## config.mk

```make
export PLATFORM = sky130hd
export DESIGN_NAME = csr_file
export DESIGN_NICKNAME = d
export VERILOG_FILES = /design/src/hw/csr_exc_pkg.sv /design/src/hw/csr_reg_pkg.sv /design/src/hw/csr_except_regs.sv /design/src/hw/csr_file.sv /design/src/hw/csr_int_ctrl.sv /design/src/hw/csr_read_mux.sv /design/src/hw/csr_save_regs.sv /design/src/hw/csr_timer.sv
export VERILOG_INCLUDE_DIRS = /design/src /design/src/hw
export SDC_FILE = /design/constraint.sdc
export NUM_CORES = 1
export LEC_CHECK = 0
export ABC_AREA = 1
export BUFFER_PORTS_ARGS = -buffer_cell sky130_fd_sc_hd__buf_2
export CAP_MARGIN = 20
export CORE_UTILIZATION = 44
export DETAILED_ROUTE_END_ITERATION = 16
export GPL_TIMING_DRIVEN = 0
export MAX_ROUTING_LAYER = met4
export PLACE_DENSITY = 0.63
export SLEW_MARGIN = 15
export SYNTH_ARGS = -nofsm -noshare
export SYNTH_HDL_FRONTEND = slang
export SYNTH_SLANG_ARGS = --single-unit
```

## constraint.sdc

```tcl
create_clock -name clk -period 9.3 [get_ports clk]
set_input_delay 1.86 -clock clk [delete_from_list [all_inputs] [get_ports clk]]
set_output_delay 1.86 -clock clk [all_outputs]
set_load 0.05 [all_outputs]
```

## src/hw/csr_defs.svh

```systemverilog
`ifndef CSR_DEFS_SVH
`define CSR_DEFS_SVH

`define CSR_NUM_W       14
`define CSR_DATA_W      32

// CSR numbers
`define CSR_CRMD        14'h0000
`define CSR_PRMD        14'h0001
`define CSR_ECFG        14'h0004
`define CSR_ESTAT       14'h0005
`define CSR_ERA         14'h0006
`define CSR_BADV        14'h0007
`define CSR_EENTRY      14'h000c
`define CSR_SAVE0       14'h0030
`define CSR_SAVE1       14'h0031
`define CSR_SAVE2       14'h0032
`define CSR_SAVE3       14'h0033
`define CSR_TCFG        14'h0041
`define CSR_TVAL        14'h0042
`define CSR_TICLR       14'h0044

// Interrupt lines: 2 software, 8 hardware, 1 reserved, timer, IPI
`define CSR_INT_W       13
`define CSR_HWI_W       8

// Counter value meaning stopped
`define CSR_TIMER_IDLE  32'hffff_ffff

`endif

```

## src/hw/csr_exc_pkg.sv

```systemverilog
`include "csr_defs.svh"

package csr_exc_pkg;

    localparam logic [5:0] ECODE_INT     = 6'h00;
    localparam logic [5:0] ECODE_ADE     = 6'h08;
    localparam logic [5:0] ECODE_ALE     = 6'h09;
    localparam logic [5:0] ECODE_SYS     = 6'h0b;
    localparam logic [8:0] ESUBCODE_ADEF = 9'h000;

    // Exception report from writeback
    typedef struct packed {
        logic                   ex;
        logic [5:0]             ecode;
        logic [8:0]             esubcode;
        logic [`CSR_DATA_W-1:0] pc;
        logic [`CSR_DATA_W-1:0] vaddr;
    } trap_t;

endpackage

```

## src/hw/csr_reg_pkg.sv

```systemverilog
`include "csr_defs.svh"

package csr_reg_pkg;

    typedef struct packed {
        logic [22:0] rsvd;
        logic [1:0]  datm;
        logic [1:0]  datf;
        logic        pg;
        logic        da;
        logic        ie;
        logic [1:0]  plv;
    } crmd_t;

    typedef struct packed {
        logic        rsvd31;
        logic [8:0]  esubcode;
        logic [5:0]  ecode;
        logic [2:0]  rsvd;
        logic [12:0] is;
    } estat_t;

    typedef struct packed {
        logic [29:0] initval;
        logic        periodic;
        logic        en;
    } tcfg_t;

    // One CSR word, viewed per target register
    typedef union packed {
        logic [`CSR_DATA_W-1:0] raw;
        crmd_t                  crmd;
        estat_t                 estat;
        tcfg_t                  tcfg;
    } csr_word_u;

    typedef struct packed {
        logic                   we;
        logic [`CSR_NUM_W-1:0]  num;
        logic [`CSR_DATA_W-1:0] wmask;
        logic [`CSR_DATA_W-1:0] wvalue;
    } csr_access_t;

endpackage

```

## src/hw/csr_except_regs.sv

```systemverilog
`timescale 1ns/1ps
`include "csr_defs.svh"

module csr_except_regs
    import csr_reg_pkg::*;
    import csr_exc_pkg::*;
(
    input  logic                   clk,
    input  logic                   reset,
    input  csr_access_t            access,
    input  trap_t                  trap,
    input  logic                   ertn_flush,
    output crmd_t                  crmd,
    output logic [`CSR_DATA_W-1:0] era,
    output logic [`CSR_DATA_W-1:0] badv,
    output logic [`CSR_DATA_W-1:0] prmd_word,
    output logic [14:0]            estat_code,
    output logic [`CSR_DATA_W-1:0] ex_entry
);

    logic                   crmd_we;
    logic                   prmd_we;
    logic                   era_we;
    logic                   eentry_we;
    logic [1:0]             pplv;
    logic                   pie;
    logic [5:0]             ecode;
    logic [8:0]             esubcode;
    logic [25:0]            eentry_va;
    logic                   addr_err;
    csr_word_u              crmd_wr;
    logic [`CSR_DATA_W-1:0] prmd_wr;
    logic [`CSR_DATA_W-1:0] era_wr;
    logic [`CSR_DATA_W-1:0] eentry_wr;

    function automatic logic [`CSR_DATA_W-1:0] merge(input csr_access_t a,
                                                    input logic [`CSR_DATA_W-1:0] old);
        return (a.wmask & a.wvalue) | (~a.wmask & old);
    endfunction

    assign crmd_we   = access.we && access.num == `CSR_CRMD;
    assign prmd_we   = access.we && access.num == `CSR_PRMD;
    assign era_we    = access.we && access.num == `CSR_ERA;
    assign eentry_we = access.we && access.num == `CSR_EENTRY;

    assign crmd_wr.raw = merge(access, crmd);
    assign prmd_wr     = merge(access, prmd_word);
    assign era_wr      = merge(access, era);
    assign eentry_wr   = merge(access, ex_entry);

    // Trap first, then return, then software write
    always_ff @(posedge clk) begin
        if (reset) begin
            crmd    <= '0;
            crmd.da <= 1'b1;
        end else begin
            if (trap.ex) begin
                crmd.plv <= 2'd0;
                crmd.ie  <= 1'b0;
            end else if (ertn_flush) begin
                crmd.plv <= pplv;
                crmd.ie  <= pie;
            end else if (crmd_we) begin
                crmd.plv <= crmd_wr.crmd.plv;
                crmd.ie  <= crmd_wr.crmd.ie;
            end
            if (crmd_we) begin
                crmd.da   <= crmd_wr.crmd.da;
                crmd.pg   <= crmd_wr.crmd.pg;
                crmd.datf <= crmd_wr.crmd.datf;
                crmd.datm <= crmd_wr.crmd.datm;
            end
        end
    end

    always_ff @(posedge clk) begin
        if (reset) begin
            pplv <= 2'd0;
            pie  <= 1'b0;
        end else if (trap.ex) begin
            pplv <= crmd.plv;
            pie  <= crmd.ie;
        end else if (prmd_we) begin
            pplv <= prmd_wr[1:0];
            pie  <= prmd_wr[2];
        end
    end

    assign addr_err = trap.ecode == ECODE_ADE || trap.ecode == ECODE_ALE;

    always_ff @(posedge clk) begin
        if (trap.ex) begin
            ecode    <= trap.ecode;
            esubcode <= trap.esubcode;
            era      <= trap.pc;
        end else if (era_we) begin
            era <= era_wr;
        end
        // Fetch faults report the pc itself
        if (trap.ex && addr_err) begin
            badv <= (trap.ecode == ECODE_ADE && trap.esubcode == ESUBCODE_ADEF) ?
                    trap.pc : trap.vaddr;
        end
        if (eentry_we) begin
            eentry_va <= eentry_wr[31:6];
        end
    end

    assign prmd_word  = {29'd0, pie, pplv};
    assign estat_code = {esubcode, ecode};
    assign ex_entry   = {eentry_va, 6'd0};

endmodule

```

## src/hw/csr_file.sv

```systemverilog
`timescale 1ns/1ps
`include "csr_defs.svh"

module csr_file
    import csr_reg_pkg::*;
    import csr_exc_pkg::*;
(
    input  logic                   clk,
    input  logic                   reset,
    input  csr_access_t            access,
    input  trap_t                  trap,
    input  logic                   ertn_flush,
    input  logic [`CSR_HWI_W-1:0]  hw_int,
    input  logic                   ipi_int,
    output logic [`CSR_DATA_W-1:0] rvalue,
    output logic [`CSR_DATA_W-1:0] ex_entry,
    output logic                   has_int
);

    crmd_t                  crmd;
    tcfg_t                  tcfg;
    logic [`CSR_DATA_W-1:0] era;
    logic [`CSR_DATA_W-1:0] badv;
    logic [`CSR_DATA_W-1:0] prmd_word;
    logic [`CSR_DATA_W-1:0] ecfg_word;
    logic [`CSR_DATA_W-1:0] tval;
    logic [`CSR_DATA_W-1:0] save0;
    logic [`CSR_DATA_W-1:0] save1;
    logic [`CSR_DATA_W-1:0] save2;
    logic [`CSR_DATA_W-1:0] save3;
    logic [14:0]            estat_code;
    logic [`CSR_INT_W-1:0]  estat_is;
    logic                   timer_expired;

    csr_except_regs u_except (
        .clk        (clk),
        .reset      (reset),
        .access     (access),
        .trap       (trap),
        .ertn_flush (ertn_flush),
        .crmd       (crmd),
        .era        (era),
        .badv       (badv),
        .prmd_word  (prmd_word),
        .estat_code (estat_code),
        .ex_entry   (ex_entry)
    );

    csr_timer u_timer (
        .clk     (clk),
        .reset   (reset),
        .access  (access),
        .tcfg    (tcfg),
        .tval    (tval),
        .expired (timer_expired)
    );

    csr_int_ctrl u_int (
        .clk           (clk),
        .reset         (reset),
        .access        (access),
        .hw_int        (hw_int),
        .ipi_int       (ipi_int),
        .timer_expired (timer_expired),
        .ie            (crmd.ie),
        .ecfg_word     (ecfg_word),
        .estat_is      (estat_is),
        .has_int       (has_int)
    );

    csr_save_regs u_save (
        .clk    (clk),
        .access (access),
        .save0  (save0),
        .save1  (save1),
        .save2  (save2),
        .save3  (save3)
    );

    csr_read_mux u_rmux (
        .num        (access.num),
        .crmd       (crmd),
        .prmd_word  (prmd_word),
        .ecfg_word  (ecfg_word),
        .estat_is   (estat_is),
        .estat_code (estat_code),
        .era        (era),
        .badv       (badv),
        .ex_entry   (ex_entry),
        .save0      (save0),
        .save1      (save1),
        .save2      (save2),
        .save3      (save3),
        .tcfg       (tcfg),
        .tval       (tval),
        .rvalue     (rvalue)
    );

endmodule

```

## src/hw/csr_int_ctrl.sv

```systemverilog
`timescale 1ns/1ps
`include "csr_defs.svh"

module csr_int_ctrl
    import csr_reg_pkg::*;
(
    input  logic                   clk,
    input  logic                   reset,
    input  csr_access_t            access,
    input  logic [`CSR_HWI_W-1:0]  hw_int,
    input  logic                   ipi_int,
    input  logic                   timer_expired,
    input  logic                   ie,
    output logic [`CSR_DATA_W-1:0] ecfg_word,
    output logic [`CSR_INT_W-1:0]  estat_is,
    output logic                   has_int
);

    logic                   ecfg_we;
    logic                   estat_we;
    logic                   ticlr_clr;
    logic [`CSR_INT_W-1:0]  lie;
    logic [`CSR_DATA_W-1:0] ecfg_wr;
    csr_word_u              estat_wr;

    assign ecfg_we   = access.we && access.num == `CSR_ECFG;
    assign estat_we  = access.we && access.num == `CSR_ESTAT;
    assign ticlr_clr = access.we && access.num == `CSR_TICLR &&
                       access.wmask[0] && access.wvalue[0];

    assign ecfg_wr      = (access.wmask & access.wvalue) | (~access.wmask & ecfg_word);
    assign estat_wr.raw = (access.wmask & access.wvalue) |
                          (~access.wmask & {{(`CSR_DATA_W-`CSR_INT_W){1'b0}}, estat_is});

    always_ff @(posedge clk) begin
        if (reset) begin
            lie <= '0;
        end else if (ecfg_we) begin
            lie <= ecfg_wr[`CSR_INT_W-1:0];
        end
    end

    always_ff @(posedge clk) begin
        if (reset) begin
            estat_is <= '0;
        end else begin
            // Only the two software bits are writable
            if (estat_we) begin
                estat_is[1:0] <= estat_wr.estat.is[1:0];
            end
            estat_is[9:2] <= hw_int;
            estat_is[10]  <= 1'b0;
            if (timer_expired) begin
                estat_is[11] <= 1'b1;
            end else if (ticlr_clr) begin
                estat_is[11] <= 1'b0;
            end
            estat_is[12] <= ipi_int;
        end
    end

    // Bit 10 reserved, reads as zero
    assign ecfg_word = {19'd0, lie[12:11], 1'b0, lie[9:0]};
    assign has_int   = ie && |(lie & estat_is);

endmodule

```

## src/hw/csr_read_mux.sv

```systemverilog
`timescale 1ns/1ps
`include "csr_defs.svh"

module csr_read_mux (
    input  logic [`CSR_NUM_W-1:0]  num,
    input  logic [`CSR_DATA_W-1:0] crmd,
    input  logic [`CSR_DATA_W-1:0] prmd_word,
    input  logic [`CSR_DATA_W-1:0] ecfg_word,
    input  logic [`CSR_INT_W-1:0]  estat_is,
    input  logic [14:0]            estat_code,
    input  logic [`CSR_DATA_W-1:0] era,
    input  logic [`CSR_DATA_W-1:0] badv,
    input  logic [`CSR_DATA_W-1:0] ex_entry,
    input  logic [`CSR_DATA_W-1:0] save0,
    input  logic [`CSR_DATA_W-1:0] save1,
    input  logic [`CSR_DATA_W-1:0] save2,
    input  logic [`CSR_DATA_W-1:0] save3,
    input  logic [`CSR_DATA_W-1:0] tcfg,
    input  logic [`CSR_DATA_W-1:0] tval,
    output logic [`CSR_DATA_W-1:0] rvalue
);

    always_comb begin
        case (num)
            `CSR_CRMD:   rvalue = crmd;
            `CSR_PRMD:   rvalue = prmd_word;
            `CSR_ECFG:   rvalue = ecfg_word;
            `CSR_ESTAT:  rvalue = {1'b0, estat_code, 3'b000, estat_is};
            `CSR_ERA:    rvalue = era;
            `CSR_BADV:   rvalue = badv;
            `CSR_EENTRY: rvalue = {ex_entry[31:6], 6'd0};
            `CSR_SAVE0:  rvalue = save0;
            `CSR_SAVE1:  rvalue = save1;
            `CSR_SAVE2:  rvalue = save2;
            `CSR_SAVE3:  rvalue = save3;
            `CSR_TCFG:   rvalue = tcfg;
            `CSR_TVAL:   rvalue = tval;
            // TICLR and unmapped numbers read as zero
            default:     rvalue = '0;
        endcase
    end

endmodule

```

## src/hw/csr_save_regs.sv

```systemverilog
`timescale 1ns/1ps
`include "csr_defs.svh"

module csr_save_regs
    import csr_reg_pkg::*;
(
    input  logic                   clk,
    input  csr_access_t            access,
    output logic [`CSR_DATA_W-1:0] save0,
    output logic [`CSR_DATA_W-1:0] save1,
    output logic [`CSR_DATA_W-1:0] save2,
    output logic [`CSR_DATA_W-1:0] save3
);

    logic [`CSR_DATA_W-1:0] save_q [4];

    // SAVE0..SAVE3 sit at consecutive numbers
    always_ff @(posedge clk) begin
        for (int i = 0; i < 4; i++) begin
            if (access.we && access.num == `CSR_SAVE0 + `CSR_NUM_W'(i)) begin
                save_q[i] <= (access.wmask & access.wvalue) | (~access.wmask & save_q[i]);
            end
        end
    end

    assign save0 = save_q[0];
    assign save1 = save_q[1];
    assign save2 = save_q[2];
    assign save3 = save_q[3];

endmodule

```

## src/hw/csr_timer.sv

```systemverilog
`timescale 1ns/1ps
`include "csr_defs.svh"

module csr_timer
    import csr_reg_pkg::*;
(
    input  logic                   clk,
    input  logic                   reset,
    input  csr_access_t            access,
    output tcfg_t                  tcfg,
    output logic [`CSR_DATA_W-1:0] tval,
    output logic                   expired
);

    logic                   tcfg_we;
    csr_word_u              tcfg_wr;
    logic [`CSR_DATA_W-1:0] cnt;

    assign tcfg_we     = access.we && access.num == `CSR_TCFG;
    assign tcfg_wr.raw = (access.wmask & access.wvalue) | (~access.wmask & tcfg);

    always_ff @(posedge clk) begin
        if (reset) begin
            tcfg.en <= 1'b0;
        end else if (tcfg_we) begin
            tcfg.en <= tcfg_wr.tcfg.en;
        end
        if (tcfg_we) begin
            tcfg.periodic <= tcfg_wr.tcfg.periodic;
            tcfg.initval  <= tcfg_wr.tcfg.initval;
        end
    end

    // Load uses the value being written, not the old TCFG
    always_ff @(posedge clk) begin
        if (reset) begin
            cnt <= `CSR_TIMER_IDLE;
        end else if (tcfg_we && tcfg_wr.tcfg.en) begin
            cnt <= {tcfg_wr.tcfg.initval, 2'b00};
        end else if (tcfg.en && cnt != `CSR_TIMER_IDLE) begin
            if (cnt == '0 && tcfg.periodic) begin
                cnt <= {tcfg.initval, 2'b00};
            end else begin
                cnt <= cnt - 1'b1;
            end
        end
    end

    assign tval    = cnt;
    assign expired = cnt == '0;

endmodule

```

After elaboration in Yosys (flattened, before gate mapping)
Memory sizes are Yosys's and may differ from the RTL's.
Cells that the tools add are included.
{ "word_totals": {"memories": 1, "reg_bits": 206, "out_inout_bits": 65, "elab_cells": 130, "ram_bits": 128, "input_bits": 171} }
{ "classes": {"n_reduce_logical": 34, "addsub": 1, "eq_ne": 16, "bitwise_logic": 25, "n_mux": 32} }
{ "memory_table": {"columns": ["memory", "words", "width", "read_ports", "rd_clocked_by_memory_dff", "write_ports", "line", "rtl"], "rows": [
  ["u_save.save_q", 4, 32, 4, 0, 1, "csr_save_regs.sv:15", "logic [`CSR_DATA_W-1:0] save_q [4];"]
]} }
{ "ops": {"columns": ["cell", "n"], "rows": [
  ["32-bit one-hot mux with 13 select lines", 1],
  ["32-bit two-way mux", 9],
  ["32-bit bitwise AND", 8],
  ["32-bit bitwise OR", 7],
  ["32-bit OR reduction", 3],
  ["14-bit by 3-bit == test with 1-bit output, second input constant", 4],
  ["14-bit by 6-bit == test with 1-bit output, second input constant", 4],
  ["14-bit by 7-bit == test with 1-bit output, second input constant", 3],
  ["32-bit logical NOT", 1],
  ["32-bit != test, second input constant", 1],
  ["32-bit NOT", 1],
  ["32-bit by 1-bit subtractor with 32-bit output, second input constant", 1],
  ["13-bit bitwise AND", 2],
  ["1-bit logical AND", 20],
  ["1-bit two-way mux", 15],
  ["14-bit by 1-bit == test with 1-bit output, second input constant", 1],
  ["14-bit by 4-bit == test with 1-bit output, second input constant", 1],
  ["14-bit logical NOT", 1],
  ["13-bit bitwise OR", 1],
  ["13-bit OR reduction", 1],
  ["6-bit by 4-bit == test with 1-bit output, second input constant", 2],
  ["2-bit two-way mux", 5],
  ["2-bit nonzero test", 5],
  ["9-bit bitwise AND", 1],
  ["other kinds (9)", 10]
]} }

Longest topological paths before layout
{ "logic_depth": {"word_depth": 8, "ltp_mapped": 12, "ltp_nobuf": 12} }

Modules after synthesis
From an unflattened synthesis, not the netlist that was laid out.
{ "unflattened": {"cells_unflattened": 2727, "area_unflattened_um2": 20522.2} }
{ "by_module_without_submodules": {"columns": ["mod", "seq_area_each_um2", "area_per_inst_um2", "cells_each", "instances"], "rows": [
  ["csr_except_regs", 3393.3, 5669.2, 562, 1],
  ["csr_save_regs", 3843.7, 4704.5, 324, 1],
  ["csr_timer", 1591.5, 4429.2, 654, 1],
  ["csr_read_mux", 0.0, 4262.8, 965, 1],
  ["csr_int_ctrl", 480.5, 1456.4, 222, 1]
]} }

Worst setup path after synthesis
No wires, ideal clock.
{ "synth_timing": {"path_kind": "input port to output port", "from": "input port access[75] (netlist bit)", "to": "output port rvalue[11]", "t_required_ns": 7.440, "path_buffers": 2, "path_slack_ns": 4.108, "arrival_ns": 3.332, "stages": 8, "cell_sequence": "nor2_2 > nand3_4 > nor2_2 > buf_2 > buf_2 > nand3_1 > o211a_1 > nand3_1"} }
{ "synth_via": {"elab_chain_len": 2, "elab_cells_between_ends": 14, "classes_between": "12 x eq/ne; 1 x mux; 1 x reduce/logical"} }
{ "synth_rtl": {"columns": ["item", "line", "rtl"], "rows": [
  ["start: declaration", "csr_file.sv:10", "input csr_access_t access,"],
  ["14-bit by 7-bit == test with 1-bit output, or another cell as far along", "csr_read_mux.sv:24", "case (num)"],
  ["32-bit one-hot mux with 13 select lines *", "csr_read_mux.sv:24", null],
  ["end: declaration", "csr_file.sv:15", "output logic [`CSR_DATA_W-1:0] rvalue,"]
]} }
Mark *: on every way between the ends. The rest lies on a longest branch, timed or not.

Final worst setup path
{ "layout_timing": {"from": "input port access[69] (netlist bit)", "to": "output port rvalue[29]"} }
The elaborated chain is that of the path after synthesis.

==> summary.txt <==
Timing
  • Unrepaired setup endpoints after global routing: no
  • Final Cycle Share: 71.1%
  • Worst slew margin: 21.1%
  • Setup TNS: 0 ns
  • Final Hold Viols: 0
  • Highest clock rate: 151 MHz
  • Slew Viols, Final: 0
  • Period minus WS final: 6.61 ns
  • Slack of the critical path: 2.69 ns
  • Final setup viols: 0
  • Final Skew: 0.0239 ns
  • Slew @ Worst Pin: 1.18 ns

Finish
  • Area occupied by multi-input gates: 6760 µm²
  • Area Growth Syn to Fin: 18.2%
  • Storage element area: 9310 µm²
  • Nets: 2631
  • Fillers: 3847
  • Most frequent cells in the layout: nand2_1, nor2_1, buf_2, edfxtp_1, inv_1
  • Layout cell share with drive strength beyond 1: 15.2%
  • Most common cell after layout, fill and taps aside: nand2_1

GRT
  • GRT Util Overall: 36.4%
  • GRT overflow: 0
  • Initial antenna violation count: 0
  • First-pass GRT wire length: 103000 µm
  • Vias in the first global route: 15900
  • M1 GR Usage: 48.9%
  • Met2 Use GR: 54.3%
  • Met3 Resource Use GR: 7.11%
  • Busiest grt layer: met2
  • Largest net degree at the start of global routing: 18

Clock network
  • Hold-fix buffers, CTS: 0
  • Worst-path clk slew: 0.06 ns
  • CTS tree: done
  • Clk sinks: 333
  • Root Buffer: clkbuf_16
  • Setup Fix Bufs, Post-CTS: 0
  • Num CTS Buffers: 39
  • Clock Tree Buf Depth: 3
  • CTS resizes: 0
  • H-tree depth: 2
  • Worst skew pair latency: 0.57 ns

Route
  • Detail Route Antenna Nets: 0
  • DRT iter0 DRCs: 2255
  • WL final: 71700 µm
  • Pre-antenna DRT Iters: 6
  • Via count: 17000
  • Vias per cell: 5.65
  • WL per Instance: 23.9 µm
  • Number of remaining DRC errors: 0

Placed design
  • Post-DP HPWL: 52200 µm
  • Final GP Congestion: 0.984
  • Pre-CTS setup slack: 2.79 ns
  • Port bufs: 228

Floorplan
  • Core area: 38700 µm²
  • Die width: 200 µm
  • Ports: 236
  • Initial Util: 44.6%
  • DIE HEIGHT: 200 µm
  • Die area: 40100 µm²
  • Core Rows: 72

Critical path
  • Worst EP required: 7.44 ns
  • Startpoint types: input pin
  • Worst path cell trace: buf_2 -> nor2_1 -> nand2_1 -> nor2_2 -> nand2_1 -> inv_2 -> buf_2 -> nand2_1 -> nand2_1 -> a21oi_1 -> nand3_1 -> buf_2
  • CP top delay family: simple AND/OR/NAND/NOR gates
  • Worst Path Arrival: 4.75 ns
  • Buffers & Inverters on Critical Path: 4
  • Peak fanout along the critical path: 10
  • WS Path Type: input pin to output pin
  • Cell mode on critical path: nand2_1
  • R2R Setup Slk: 6.67 ns
  • Crit path largest cell delay: 0.68 ns
  • Crit. End Element: output pin
  • Critical-path top delay cell: nor2_2

Synthesis
  • Mean area per synthesized cell: 7.95 µm²
  • Syn Inst Count: 2176
  • Synth Flop Type: edfxtp_1
  • Yosys reg bits: 333
  • Netlist cell types: 40
  • FFs w/ async S/R, synth: 0%
  • Synth warnings: 0
  • Register area share after synthesis: 53.8%
  • EDFF count, synth: 264
  • Post-Syn Area: 17300 µm²

Pwr
  • Maximum vdd drop: 0.000141 V
  • P_leak: 8.98 nW
  • Total power: 3.34 mW
  • Pwr/cell area: 163 nW/µm²

Hold path
  • Hold Path Class: flop to flop

Job
  • Max Cap Viol: 0

Run status
  • Outcome: finished clean
==> worst paths after layout <==
check | end | depth (start not counted) | from
setup / recovery | rvalue[29] | 12 | access[69]
hold / removal | flop | 2 | flop
setup reg to reg | u_timer.tval[2]$_SDFFE_PP1P_ | 11 | u_timer.tval[1]$_SDFFE_PP1P_
hold reg to reg | flop | 2 | flop
==> through the flow <==
step | util, % | hold slack (ns) | instance area (µm²) | std cells
2_1_floorplan | - | 0.426 | 17300 | 2181
3_3_place_gp | 49.3 | 0.442 | 19100 | 2927
3_5_place_dp | 49.5 | 0.454 | 19200 | 2933
4_1_cts | 52.7 | 0.463 | 20400 | 3004
5_1_grt | 52.8 | 0.473 | 20400 | 3005
6_report | 52.8 | 0.462 | 20400 | 3006
==> tightest hold or removal path, stage by stage, from the launching register on <==
cell     delay (ns)
dfxtp_1        0.31
nand2_1        0.06
a21oi_1        0.05
==> cells by family after synthesis <==
logic type	Yosys count	synth area share (%)
AO/OA/AOI/OAI	293	8.63
XOR/XNOR	10	0.507
adder cells (fa/ha/maj)	3	0.217
buffers and inverters	305	7.24
flip-flops	333	53.8
other	1	0.0217
AND/OR/NAND/NOR	1231	29.5
==> power by group <==
part	switching (mW)	internal (mW)
Clock	0.642	0.880
Sequential	0.00792	1.63
Combinational	0.122	0.0513
==> area by class of cell <==
class / count / share of cell area [%]
Antenna cell: 1 / 0.0122
Buffer: 96 / 2.28
Clock buffer: 55 / 5.37
Clock inverter: 16 / 0.692
Inverter: 209 / 3.84
Multi-Input combinational cell: 1543 / 33.1
Sequential cell: 333 / 45.5
Tap cell: 518 / 3.17
Timing Repair Buffer: 235 / 5.99
==> synthesized netlist by cell type, types with 4 or more instances <==
master      n  area [µm²]
clkinv_1    4        15.0
nor2_2      8        50.1
nand3_1   179         896
nand4_1    11        68.8
buf_4       8        60.1
nand2_1   629        2360
buf_1       4        15.0
dfxtp_1    69        1380
xor2_1     10        87.6
o21ai_0   174         871
buf_6       4        45.0
edfxtp_1  264        7930
a21oi_1   107         536
inv_1     199         747
buf_2      37         185
and3_1     12        75.1
inv_2       6        22.5
nand3_2    10         100
nor2_1    352        1320
clkbuf_1   43         161
nor3_1     12        60.1
nand2_2     4        25.0
==> per-layer routing <==
layer	share of wire, %	vias up	wire, µm
met4	3.8	0	2760
met2	44	1070	31500
met5	0	-	0
met1	41	8072	29300
met3	11	160	8190
li1	-	7672	-
No activity file was read; power rests on OpenSTA's default activity.
